### src/common/cadr_pkg.sv
// CADR core shared types
`default_nettype none

package cadr_pkg;

   ////////////////////////////////////////////////////////////////////////////
   // Widths with a meaning

   typedef logic [31:0] word_t;         // Datapath word
   typedef logic [32:0] alu_word_t;     // ALU result, carry out on top
   typedef logic [13:0] pc_t;           // Microcode address
   typedef logic [9:0]  amem_addr_t;    // A memory address
   typedef logic [4:0]  mmem_addr_t;    // M memory address
   typedef logic [15:0] spy_word_t;     // Spy data half word
   typedef logic [4:0]  spy_addr_t;     // Spy register number

   ////////////////////////////////////////////////////////////////////////////
   // Encodings

   typedef enum logic [3:0] {
      ALU_SETZ = 4'd0,                  // Zero
      ALU_AND  = 4'd1,
      ALU_OR   = 4'd2,
      ALU_XOR  = 4'd3,
      ALU_ADD  = 4'd4,                  // A + M + cin
      ALU_SUB  = 4'd5,                  // A + ~M + cin
      ALU_SETA = 4'd6,
      ALU_SETM = 4'd7,
      ALU_SETO = 4'd8                   // All ones
   } alu_op_t;

   typedef enum logic [1:0] {
      OB_ALU       = 2'd0,              // Straight through
      OB_ALU_RIGHT = 2'd1,              // Bits 32..1
      OB_ALU_LEFT  = 2'd2               // Bits 30..0, zero in
   } ob_sel_t;

   typedef enum logic [2:0] {
      CYC_RESET  = 3'd0,
      CYC_DECODE = 3'd1,                // Also the halt wait state
      CYC_READ   = 3'd2,
      CYC_ALU    = 3'd3,
      CYC_WRITE  = 3'd4,
      CYC_FETCH  = 3'd5
   } cycle_state_t;

   typedef enum logic [4:0] {
      SPY_IR_LOW  = 5'd0,
      SPY_IR_MID  = 5'd1,
      SPY_IR_HIGH = 5'd2,
      SPY_PC      = 5'd3,
      SPY_OB_LOW  = 5'd4,               // OB words read L
      SPY_OB_HIGH = 5'd5,
      SPY_A_LOW   = 5'd6,
      SPY_A_HIGH  = 5'd7,
      SPY_M_LOW   = 5'd8,               // M words read the M bus
      SPY_M_HIGH  = 5'd9,
      SPY_MD_LOW  = 5'd10,              // Writable
      SPY_MD_HIGH = 5'd11,              // Writable
      SPY_STATUS  = 5'd12               // Halted and idle flags
   } spy_reg_t;

   ////////////////////////////////////////////////////////////////////////////
   // Microinstruction, 49 bits

   typedef struct packed {
      logic [13:0] pad;                 // Unused high bits
      amem_addr_t  a_src;               // A operand address
      mmem_addr_t  m_src;               // M operand address
      logic        m_from_md;           // M bus from MD
      logic        dest_a;              // Write L to A memory
      logic        dest_m;              // Write L to M and A memory
      amem_addr_t  dest_addr;           // Write address
      alu_op_t     alu_op;
      ob_sel_t     ob_sel;
      logic        carry_in;
   } uinst_t;

   // One-hot phase strobes, all low in reset
   typedef struct packed {
      logic decode;
      logic read;
      logic alu;
      logic write;
      logic fetch;
   } cycle_strobes_t;

endpackage

`default_nettype wire

### src/hdl/cycle_sequencer.sv
// Microcycle sequencer
`timescale 1ns/1ns
`default_nettype none

module cycle_sequencer (
   input  wire                       clk,
   input  wire                       reset,
   input  wire                       ext_halt,  // Hold in decode
   input  wire                       step,      // Release one instruction
   output cadr_pkg::cycle_strobes_t  strobes,
   output logic                      idle
);

   import cadr_pkg::*;

   cycle_state_t state;
   cycle_state_t state_nxt;
   logic         step_pending;          // Step seen, not yet used
   logic         leave_decode;          // Start of an instruction

   assign leave_decode = (state == CYC_DECODE) && (!ext_halt || step_pending);
   assign idle         = (state == CYC_DECODE) && !step_pending;

   always_comb begin
      case (state)
         CYC_RESET:  state_nxt = CYC_DECODE;
         CYC_DECODE: state_nxt = leave_decode ? CYC_READ : CYC_DECODE;
         CYC_READ:   state_nxt = CYC_ALU;
         CYC_ALU:    state_nxt = CYC_WRITE;
         CYC_WRITE:  state_nxt = CYC_FETCH;
         CYC_FETCH:  state_nxt = CYC_DECODE;
         default:    state_nxt = CYC_RESET;  // Unused codes recover
      endcase
   end

   always_ff @(posedge clk) begin
      if (reset) begin
         state        <= CYC_RESET;
         step_pending <= 1'b0;
      end else begin
         state <= state_nxt;
         if (leave_decode)
            step_pending <= step;       // Consumed, keep a fresh pulse
         else if (step)
            step_pending <= 1'b1;
      end
   end

   // Strobes decoded from state
   always_comb begin
      strobes        = '0;
      strobes.decode = (state == CYC_DECODE);
      strobes.read   = (state == CYC_READ);
      strobes.alu    = (state == CYC_ALU);
      strobes.write  = (state == CYC_WRITE);
      strobes.fetch  = (state == CYC_FETCH);
   end

endmodule

`default_nettype wire

### config.mk
export PLATFORM = sky130hd
export DESIGN_NAME = cycle_sequencer
export DESIGN_NICKNAME = d
export VERILOG_FILES = /design/src/common/cadr_pkg.sv /design/src/hdl/cycle_sequencer.sv
export SDC_FILE = /design/constraint.sdc
export NUM_CORES = 1
export LEC_CHECK = 0
export BUFFER_PORTS_ARGS = -buffer_cell sky130_fd_sc_hd__buf_2
export CAP_MARGIN = 20
export CORE_AREA = 2 2 39 41
export DETAILED_ROUTE_END_ITERATION = 8
export DIE_AREA = 0 0 41 43
export GPL_TIMING_DRIVEN = 1
export PLACE_DENSITY = 0.39
export RECOVER_POWER = 25
export SKIP_CTS_REPAIR_TIMING = 1
export SLEW_MARGIN = 15
export SYNTH_ARGS = -nofsm -noshare
export SYNTH_HDL_FRONTEND = slang
export SYNTH_SLANG_ARGS = --single-unit
export TNS_END_PERCENT = 100
### constraint.sdc
create_clock -name clk -period 1 [get_ports clk]
set_input_delay 0.1 -clock clk [delete_from_list [all_inputs] [get_ports clk]]
set_output_delay 0.1 -clock clk [all_outputs]
set_load 0.1 [all_outputs]
-- After elaboration in Yosys (flattened, before gate mapping)
Cells that the tools add are included.
W data, S select, Z words.
- register bits after elaboration: 4
- input bits: 4
- output and inout bits: 6
- word-level logic and storage cells: 19
- equality and inequality tests: 5
- multiplexer cells: 4
- reduce and logical (&&, ||, !) cells: 8
- operators with widths (kind ; number):
    $pmux W3 S5 ; 1
    $eq A3 B2 Y1 const B ; 2
    $eq A3 B3 Y1 const B ; 2
    $eq A3 B1 Y1 const B ; 1
    $logic_not A3 Y1 ; 1
    $logic_and A1 B1 Y1 ; 2
    $logic_not A1 Y1 ; 2
    $mux W1 ; 2
    $mux W2 ; 1
    $reduce_bool A2 Y1 ; 1
    $reduce_or A2 Y1 ; 1
    $logic_or A1 B1 Y1 ; 1

-- Depth between registers and ports, before layout
Gate-level depths: netlist (run 1).
- depth after elaboration: 5
- depth in mapped cells: 3
- gate-level depth less buffers: 3

-- Worst setup path after synthesis (run 1)
OpenSTA, ideal clock, no wires.
- path kind: reg-to-reg
- start: register state[2]
- end: register state[2]
- arrival: 2.860 ns
- data required time: 0.933 ns
- slack: -1.927 ns
- stages on the path, launching flop included: 4
- period minus slack after synthesis: 2.927 ns
- path through: dfxtp_1 inv_2 nor3_1 o21ba_1
- RTL lines (element ; RTL line ; RTL):
    start, declared ; cycle_sequencer.sv:16 ; cycle_state_t state;
    start signal, assigned ; cycle_sequencer.sv:41 ; state <= state_nxt;

-- Worst setup path after layout (run 1)
- start: register state[1]
- end: output port idle
- longest elaborated chain between the ends: 2
- RTL lines (element ; RTL line ; RTL):
    $eq A3 B1 Y1 ; cycle_sequencer.sv:22 ; assign idle = (state == CYC_DECODE) && !step_pending;
    $logic_and A1 B1 Y1 ; cycle_sequencer.sv:22 ;
    end, declared ; cycle_sequencer.sv:11 ; output logic idle
No other way between the ends.

==> results of run 1 <==
logic make-up after synthesis:
kind of cell / count (synthesis) / synth area share, %
AOI/OAI and AO/OA: 5 / 18.4
buffers and inverters: 2 / 3.79
DFF: 4 / 40.5
and+or+nand+nor: 12 / 37.3
where the power goes:
part,internal (mW),total (mW),switching [mW],leakage (nW)
clock network,0.134,0.192,0.0587,0.0138
logic,0.159,0.365,0.206,0.174
registers,0.173,0.183,0.00973,0.0347
total,0.466,0.740,0.274,0.222
layer usage:
| layer | track usage (%) | up-vias | wire (um) |
|---|---|---|---|
| li1 | - | 121 | - |
| met1 | 6.09 | 110 | 204 |
| met2 | 10.0 | 3 | 318 |
| met3 | 1.57 | 0 | 15 |
| met4 | 10.0 | 0 | 0 |
| met5 | 0 | - | 0 |
worst max-delay path: cells and delay by family, from the launching register on:
kind | cells | cell delay, ns
buf+inv | 1 | 0.18
simple gates | 2 | 0.55
flops | 1 | 0.31
synthesized netlist by cell type:
| library cell | number | area share, % |
|---|---|---|
| o21ai_1 | 1 | 2.5 |
| nor2b_1 | 1 | 3.2 |
| nor3_1 | 1 | 2.5 |
| nor3b_1 | 2 | 7.6 |
| nand2b_1 | 2 | 6.3 |
| dfxtp_1 | 4 | 41 |
| inv_1 | 1 | 1.9 |
| and3_1 | 1 | 3.2 |
| o21ba_1 | 1 | 5.1 |
| a21oi_1 | 1 | 2.5 |
| or3b_4 | 1 | 5.7 |
| o21bai_1 | 1 | 3.8 |
| a21oi_2 | 1 | 4.4 |
| inv_2 | 1 | 1.9 |
| or2_1 | 1 | 3.2 |
| nor2_1 | 3 | 5.7 |
registers in the layout (all words and copies together) (netlist names):
name / cells
step_pending: 1
state: 3
stage by stage:
step | total power [mW] | hold slack, ns | setup TNS (ns)
2_1_floorplan | 0.386 | 0.159 | -2.36
3_3_place_gp | 0.491 | 0.307 | -0.449
3_5_place_dp | 0.493 | 0.308 | -0.477
4_1_cts | 0.698 | 0.0596 | -2.02
5_1_grt | 0.774 | 0.0863 | -2.46
6_report | 0.740 | 0.0774 | -2.13
area by class of cell:
| class | count | area, sq um | share of cell area [%] |
|---|---|---|---|
| tap | 16 | 20.0 | 3.72 |
| inverter | 2 | 16.3 | 3.02 |
| clock buffer | 3 | 22.5 | 4.19 |
| sequential | 4 | 88.8 | 16.5 |
| multi-input combinational | 17 | 173 | 32.1 |
| timing repair buffer | 18 | 218 | 40.5 |
worst paths after layout:
| path | start | to | slack, ns | depth (start not counted) |
|---|---|---|---|---|
| worst max-delay path | state[1]$_SDFF_PP0_ | idle | -0.37 | 3 |
| worst min-delay path | reset | state[0]$_SDFF_PP0_ | 0.08 | 2 |
| worst max register to register | state[1]$_SDFF_PP0_ | step_pending$_SDFFE_PP0P_ | -0.16 | 4 |
| worst min register to register | state[2]$_SDFF_PP0_ | state[1]$_SDFF_PP0_ | 0.55 | 2 |
==> out/qor.csv, run 1 <==
stage,metric,value,unit
drt,vias per inst,3.90,
clock_tree,CTS H-tree depth,1,
timing,Final Setup Violations,10,
yosys,YS warnings,0,
clock_tree,number of buffers created by CTS,3,
global_route,GRT overflow,0,
place,Placed Instances,51,
critical_path,slowest library cell on the worst path,or3b_4,
yosys,Post-Synthesis Mean Instance Area,8.60,sq um
place,routability congestion estimate,0.610,
timing,time the final worst path needs with I/O delays and setup,1.37,ns
timing,slew at the pin with the worst max-slew slack,0.209,ns
floorplanning,die outline height,43,um
place,Port Buf Inserts,9,
timing,unrepaired setup endpoints after global routing,true,
drt,total wire length,538,um
timing,Max Freq,732,MHz
critical_path,cell breakdown of the critical path,or3b_4 > nor2_4 > buf_12,
timing,Worst slew margin,86.0,%
drt,number of design-rule violations left by the first detailed-router iteration,2,
global_route,maximum number of pins on one net before global-route repair,7,
timing,Setup Skew,0.000322,ns
power_and_ir_drop,power density of the placed cells,1380,nW/um^2
min_path,class of the tightest hold or removal check,in -> reg,
floorplanning,Core Region,1380,sq um
yosys,total nets after synthesis,27,
power_and_ir_drop,leakage power,0.222,nW
floorplanning,Initial Utilization,14.3,%
finish,area growth from synthesis to layout,172,%
global_route,number of global-route vias before repair,214,
timing,final max-slew violation count,0,
finish,share of post-route cells with drive strength above 1,84.1,%
yosys,synthesis-stage register bit count,4,
timing,setup slack after layout,-0.367,ns
drt,number of nets with antenna violations after routing,0,
clock_tree,# clock sinks,4,
floorplanning,Boundary Pins,10,
critical_path,CP Capture Type,output port,
finish,final standard cell area without fillers,538,sq um
floorplanning,site row count,14,
critical_path,critical path data arrival time,1.27,ns
clock_tree,maximum number of buffers from clock root to sink,2,
critical_path,CP max stage delay,0.43,ns
floorplanning,die area,1760,sq um
floorplanning,Die X-Extent,41,um
finish,total of fill cells in the finished design,139,
finish,most frequent cells in the layout,"buf_12 (6), buf_4 (6), clkbuf_4 (3), buf_2 (3)",
clock_tree,clock tree from TritonCTS,done,
finish,Non-Filler Instances,60,
finish,Final Util,38.9,%
global_route,initial antenna violation count,0,
clock_tree,root buffer cell,clkbuf_4,
yosys,Post-Synthesis Cell Area,198,sq um
power_and_ir_drop,"IR drop worst, VDD",0.638,mV
yosys,sequential-to-total area share from yosys stat,40.5,%
outcome,violations in the final reports,negative setup slack,
critical_path,Max Fanout on Critical Path,3,
yosys,distinct cell type count after synthesis,16,
flow_run,Max Cap Violations,0,
place,HPWL after detailed placement,383,um
drt,Wirelength per Cell,8.97,um
drt,Pre-antenna DRT Iters,2,
timing,fraction of the cycle the final worst path needs,137,%
critical_path,"Req. time, crit path",0.90,ns
critical_path,Critical Setup Path Class,reg -> out,
drt,number of design rule violations left after detail routing,0,
place,cell area reported after detailed placement,423,sq um
critical_path,CP Launch Type,register,
place,minimum setup slack after placement,-0.172,ns
clock_tree,clock slew at the register clock pins of the worst setup and hold paths,0.04,ns
clock_tree,insertion delay to the later sink of the worst-skew pair,0.23,ns
drt,number of vias in the routed layout,234,
finish,Final nets,50,
global_route,All-Layer GR Usage,6.92,%
finish,Inserted Diodes,0,
yosys,number of cells produced by synthesis,23,
outcome,result of the run,finished with violations,
timing,final-report hold violation count,0,
global_route,wire length of the first global-routing pass,765,um
(Power assumes the default switching activity.)
==> run 2: changes to the inputs <==
--- a/config.mk
+++ b/config.mk
@@ -11,7 +11,7 @@
 export DETAILED_ROUTE_END_ITERATION = 8
 export DIE_AREA = 0 0 41 43
 export GPL_TIMING_DRIVEN = 1
-export PLACE_DENSITY = 0.39
+export PLACE_DENSITY = 0.38
 export RECOVER_POWER = 25
 export SKIP_CTS_REPAIR_TIMING = 1
 export SLEW_MARGIN = 15
==> constraint.sdc (replaced) <==
create_clock -name clk -period 1.3 [get_ports clk]
set_input_delay 0.13 -clock clk [delete_from_list [all_inputs] [get_ports clk]]
set_output_delay 0.13 -clock clk [all_outputs]
set_load 0.1 [all_outputs]
==> out/qor.csv, run 2 (synthesis results as in run 1) <==
stage,metric,value,unit
outcome,result of the run,finished with violations,
outcome,violations in the final reports,negative setup slack,
critical_path,R2R Path Start,state[1]$_SDFF_PP0_,
power_and_ir_drop,Switching Share,37.6,%
timing,setup slack after layout,-0.100,ns
min_path,hold path endpoint,state[0]$_SDFF_PP0_,
clock_tree,# clock sinks,4,
critical_path,"Req. time, crit path",1.17,ns
global_route,wire length of the first global-routing pass,800,um
timing,unrepaired setup endpoints after global routing,true,
min_path,source of the worst hold timing path,reset,
critical_path,CP Launch Type,register,
finish,area growth from synthesis to layout,134,%
power_and_ir_drop,switching power total,0.200,mW
power_and_ir_drop,relative contribution of sequential cells to total power,26.2,%
drt,number of vias in the routed layout,206,
drt,number of design rule violations left after detail routing,0,
power_and_ir_drop,combinational share of power,46.0,%
floorplanning,Core Region,1380,sq um
power_and_ir_drop,PnR Total Power,0.532,mW
floorplanning,die area,1760,sq um
critical_path,critical path data arrival time,1.27,ns
finish,share of post-route cells with drive strength above 1,73.7,%
finish,total of fill cells in the finished design,150,
clock_tree,insertion delay to the later sink of the worst-skew pair,0.23,ns
critical_path,Worst Reg2Reg Path Length in Cells,4,
timing,Final Setup Violations,3,
clock_tree,number of buffers created by CTS,3,
timing,worst slack on hold paths,0.0971,ns
global_route,number of global-route vias before repair,202,
critical_path,Max Fanout on Critical Path,3,
floorplanning,die outline height,43,um
clock_tree,clock slew at the register clock pins of the worst setup and hold paths,0.04,ns
finish,Final nets,44,
timing,final max-slew violation count,0,
timing,Worst slew margin,86.5,%
power_and_ir_drop,clock share of power,27.8,%
clock_tree,root buffer cell,clkbuf_4,
finish,register containing the most flip-flops in the final layout,state,
global_route,maximum number of pins on one net before global-route repair,7,
clock_tree,maximum number of buffers from clock root to sink,2,
drt,number of nets with antenna violations after routing,0,
critical_path,terminus of the critical flop-to-flop path,state[1]$_SDFF_PP0_,
drt,Wirelength per Cell,8.54,um
drt,total wire length,461,um
timing,fraction of the cycle the final worst path needs,108,%
power_and_ir_drop,leakage power,0.184,nW
critical_path,CP Capture Type,output port,
drt,number of design-rule violations left by the first detailed-router iteration,0,
place,Port Buf Inserts,9,
finish,largest registers,"state: 3 flops, step_pending: 1 flops",
timing,Setup Skew,0.00128,ns
floorplanning,site row count,14,
finish,"flip-flop count of the largest register, all copies and words added",3,
min_path,number of cells on the worst hold path,2,
power_and_ir_drop,power density of the placed cells,1150,nW/um^2
finish,Inserted Diodes,0,
min_path,class of the tightest hold or removal check,in -> reg,
clock_tree,clock tree from TritonCTS,done,
critical_path,minimum setup slack among reg-to-reg paths,0.26,ns
timing,slew at the pin with the worst max-slew slack,0.202,ns
finish,Final Util,33.5,%
timing,Max Freq,714,MHz
timing,time the final worst path needs with I/O delays and setup,1.40,ns
finish,most frequent cells in the layout,"buf_12 (6), clkbuf_4 (3), buf_2 (3), buf_4 (3)",
drt,Pre-antenna DRT Iters,1,
global_route,All-Layer GR Usage,7.22,%
floorplanning,Boundary Pins,10,
timing,final-report hold violation count,0,
finish,"leading cell type in the layout, fill and taps excluded",buf_12,
drt,vias per inst,3.81,
place,routability congestion estimate,0.652,
floorplanning,Die X-Extent,41,um
floorplanning,Initial Utilization,14.3,%
place,HPWL after detailed placement,389,um
critical_path,Critical Setup Path Class,reg -> out,
global_route,GRT overflow,0,
flow_run,Max Cap Violations,0,
power_and_ir_drop,"IR drop worst, VDD",0.499,mV
power_and_ir_drop,Pint,0.332,mW
global_route,initial antenna violation count,0,
clock_tree,CTS H-tree depth,1,
==> run 2: changes by cell type in the layout (fill, tap and decap cells not counted) <==
cell | before | now
nor3b_1 | 0 | 1
nor3b_2 | 1 | 0
buf_6 | 2 | 0
inv_4 | 0 | 1
buf_4 | 6 | 3
o21ai_2 | 1 | 0
inv_6 | 1 | 0
o21ai_1 | 0 | 1
a21oi_2 | 2 | 1
buf_8 | 1 | 0
a21oi_1 | 0 | 1
==> run 2: final cells by class <==
class	instances	area, sq um	area share, %
clock buffers	3	22.5	4.86
inverters	2	13.8	2.97
multi-input cells	17	160	34.6
flip-flops and latches	4	88.8	19.2
well taps	16	20.0	4.32
repair buffers	12	158	34.1
==> run 2: power groups by stage <==
stage                     clock [mW]  sequential, mW  combinational (mW)
final                          0.148           0.139               0.245
after global routing           0.176           0.140               0.256
after CTS                      0.160           0.139               0.238
after detailed placement           0           0.141               0.238
after global placement             0           0.140               0.238
after floorplan                    0           0.151               0.146
==> run 2: stage by stage <==
stage | instances | setup TNS, ns | cell area [sq um] | setup slack (ns)
2_1_floorplan | 23 | -0.614 | 245 | -0.163
3_3_place_gp | 51 | 0 | 423 | 0.100
3_5_place_dp | 51 | 0 | 423 | 0.0939
4_1_cts | 54 | -0.311 | 445 | -0.160
5_1_grt | 54 | -0.429 | 463 | -0.151
6_report | 54 | -0.178 | 463 | -0.100
==> run 2: worst max path at each step <==
stage / endpoint / slack [ns] / startpoint
2_1_floorplan: state[2]$_SDFF_PP0_ / -0.16 / state[2]$_SDFF_PP0_
3_3_place_gp: idle / 0.1 / state[2]$_SDFF_PP0_
3_5_place_dp: idle / 0.09 / state[2]$_SDFF_PP0_
4_1_cts: idle / -0.16 / state[2]$_SDFF_PP0_
5_1_grt: idle / -0.15 / state[1]$_SDFF_PP0_
6_report: idle / -0.10 / state[2]$_SDFF_PP0_
==> run 2: critical path: stages (launching register included) <==
cell and delay [ns]:
dfxtp_4 0.33, or3b_4 0.41, nor2_4 0.12, buf_12 0.18
==> run 2: layer usage <==
layer	wire length [um]	vias up	GRT usage, %
li1	-	111	-
met1	186	90	8.33
met2	250	3	8.75
met3	14	2	1.57
met4	10	0	10.0
met5	0	-	0
==> run 3: changes to the inputs <==
--- a/config.mk
+++ b/config.mk
@@ -6,7 +6,7 @@
 export NUM_CORES = 1
 export LEC_CHECK = 0
 export BUFFER_PORTS_ARGS = -buffer_cell sky130_fd_sc_hd__buf_2
-export CAP_MARGIN = 20
+export CAP_MARGIN = 5
 export CORE_AREA = 2 2 39 41
 export DETAILED_ROUTE_END_ITERATION = 8
 export DIE_AREA = 0 0 41 43
==> constraint.sdc (replaced) <==
create_clock -name clk -period 1.3 [get_ports clk]
set_input_delay 0.195 -clock clk [delete_from_list [all_inputs] [get_ports clk]]
set_output_delay 0.195 -clock clk [all_outputs]
set_load 0.1 [all_outputs]
==> out/qor.csv, run 3 (synthesis results as in run 1) <==
stage,metric,value,unit
critical_path,slowest library cell on the worst path,or3b_4,
timing,Max Freq,687,MHz
place,routability congestion estimate,0.625,
floorplanning,Boundary Pins,10,
finish,register containing the most flip-flops in the final layout,state,
place,Placed Instances,51,
clock_tree,insertion delay to the later sink of the worst-skew pair,0.23,ns
finish,Storage cell area,88.8,sq um
finish,total of fill cells in the finished design,145,
finish,Inserted Diodes,0,
critical_path,CP Capture Type,output port,
power_and_ir_drop,leakage power,0.193,nW
floorplanning,die outline height,43,um
power_and_ir_drop,PnR Total Power,0.540,mW
finish,most frequent cells in the layout,"buf_12 (6), buf_4 (5), clkbuf_4 (3), buf_2 (3)",
clock_tree,CTS H-tree depth,1,
power_and_ir_drop,power density of the placed cells,1130,nW/um^2
timing,slew at the pin with the worst max-slew slack,0.197,ns
clock_tree,number of buffers created by CTS,3,
critical_path,Max Fanout on Critical Path,3,
power_and_ir_drop,"IR drop worst, VDD",0.489,mV
timing,final max-slew violation count,0,
finish,"leading cell type in the layout, fill and taps excluded",buf_12,
global_route,wire length of the first global-routing pass,821,um
outcome,result of the run,finished with violations,
clock_tree,# clock sinks,4,
global_route,initial antenna violation count,0,
critical_path,"Req. time, crit path",1.11,ns
drt,number of nets with antenna violations after routing,0,
timing,worst slack on hold paths,0.162,ns
finish,"flip-flop count of the largest register, all copies and words added",3,
finish,Final Util,34.5,%
drt,number of vias in the routed layout,214,
global_route,met3 track demand over resource,1.57,%
drt,vias per inst,3.82,
global_route,number of global-route vias before repair,206,
timing,Setup Skew,0.00131,ns
drt,Wirelength per Cell,8.46,um
floorplanning,site row count,14,
finish,largest registers,"state: 3 flops, step_pending: 1 flops",
floorplanning,Core Region,1380,sq um
clock_tree,clock slew at the register clock pins of the worst setup and hold paths,0.04,ns
finish,combined area of the multi-input logic cells,160,sq um
finish,final standard cell area without fillers,478,sq um
floorplanning,Die X-Extent,41,um
min_path,class of the tightest hold or removal check,in -> reg,
critical_path,cell breakdown of the critical path,or3b_4 > nor2_4 > buf_12,
critical_path,CP Launch Type,register,
global_route,M2 GR Usage,10.0,%
critical_path,CP max stage delay,0.41,ns
drt,Pre-antenna DRT Iters,2,
timing,final-report hold violation count,0,
timing,time the final worst path needs with I/O delays and setup,1.46,ns
critical_path,Worst Reg2Reg Path Length in Cells,4,
finish,Non-Filler Instances,56,
drt,number of design-rule violations left by the first detailed-router iteration,2,
clock_tree,clock tree from TritonCTS,done,
critical_path,Critical Setup Path Class,reg -> out,
flow_run,Max Cap Violations,0,
outcome,violations in the final reports,negative setup slack,
global_route,met1 capacity usage during global routing,7.69,%
drt,number of design rule violations left after detail routing,0,
timing,Worst slew margin,86.8,%
min_path,number of cells on the worst hold path,2,
global_route,maximum number of pins on one net before global-route repair,7,
drt,total wire length,474,um
clock_tree,maximum number of buffers from clock root to sink,2,
floorplanning,die area,1760,sq um
global_route,All-Layer GR Usage,7.12,%
finish,area growth from synthesis to layout,142,%
timing,Final Setup Violations,6,
timing,setup slack after layout,-0.155,ns
finish,share of post-route cells with drive strength above 1,75.0,%
timing,fraction of the cycle the final worst path needs,112,%
timing,unrepaired setup endpoints after global routing,true,
finish,Final nets,46,
floorplanning,Initial Utilization,14.3,%
place,cell area reported after detailed placement,428,sq um
critical_path,critical path data arrival time,1.26,ns
clock_tree,root buffer cell,clkbuf_4,
global_route,"Most Used Layer, Global Route",met2,
global_route,GRT overflow,0,
place,Port Buf Inserts,9,
-- run 3: worst paths after layout --
path | start | to | slack (ns)
setup / recovery | state[2]$_SDFF_PP0_ | idle | -0.16
setup reg to reg | state[2]$_SDFF_PP0_ | step_pending$_SDFFE_PP0P_ | 0.14
hold reg to reg | step_pending$_SDFFE_PP0P_ | step_pending$_SDFFE_PP0P_ | 0.55
hold / removal | reset | state[0]$_SDFF_PP0_ | 0.16
-- run 3: power breakdown --
group	switching [mW]	internal [mW]	total [mW]
sequential	0.00638	0.133	0.139
combinational	0.150	0.102	0.252
clock	0.0453	0.103	0.148
-- run 3: layout make-up --
cell class                 count  area share, %
sequential                     4           18.6
multi-input combinational     17           33.5
inverter                       2           2.88
timing repair buffer          14           36.1
tap                           16           4.19
clock buffer                   3           4.71
-- run 3: critical path: cells and delay by family (launching register included) --
kind | cells | cell delay, ns
flops | 1 | 0.33
buf+inv | 1 | 0.18
simple gates | 2 | 0.52
-- run 3: metrics by stage --
stage / setup slack (ns) / TNS, ns
floorplan: -0.198 / -0.716
global placement: 0.0337 / 0
detailed placement: 0.0308 / 0
CTS: -0.222 / -0.705
global route: -0.194 / -0.686
finish: -0.155 / -0.403
-- run 3: metal layers --
layer	routed length, um	part of all wire [%]
met3	12	2.5
met1	180	38
met2	281	59
met5	0	0
met4	0	0
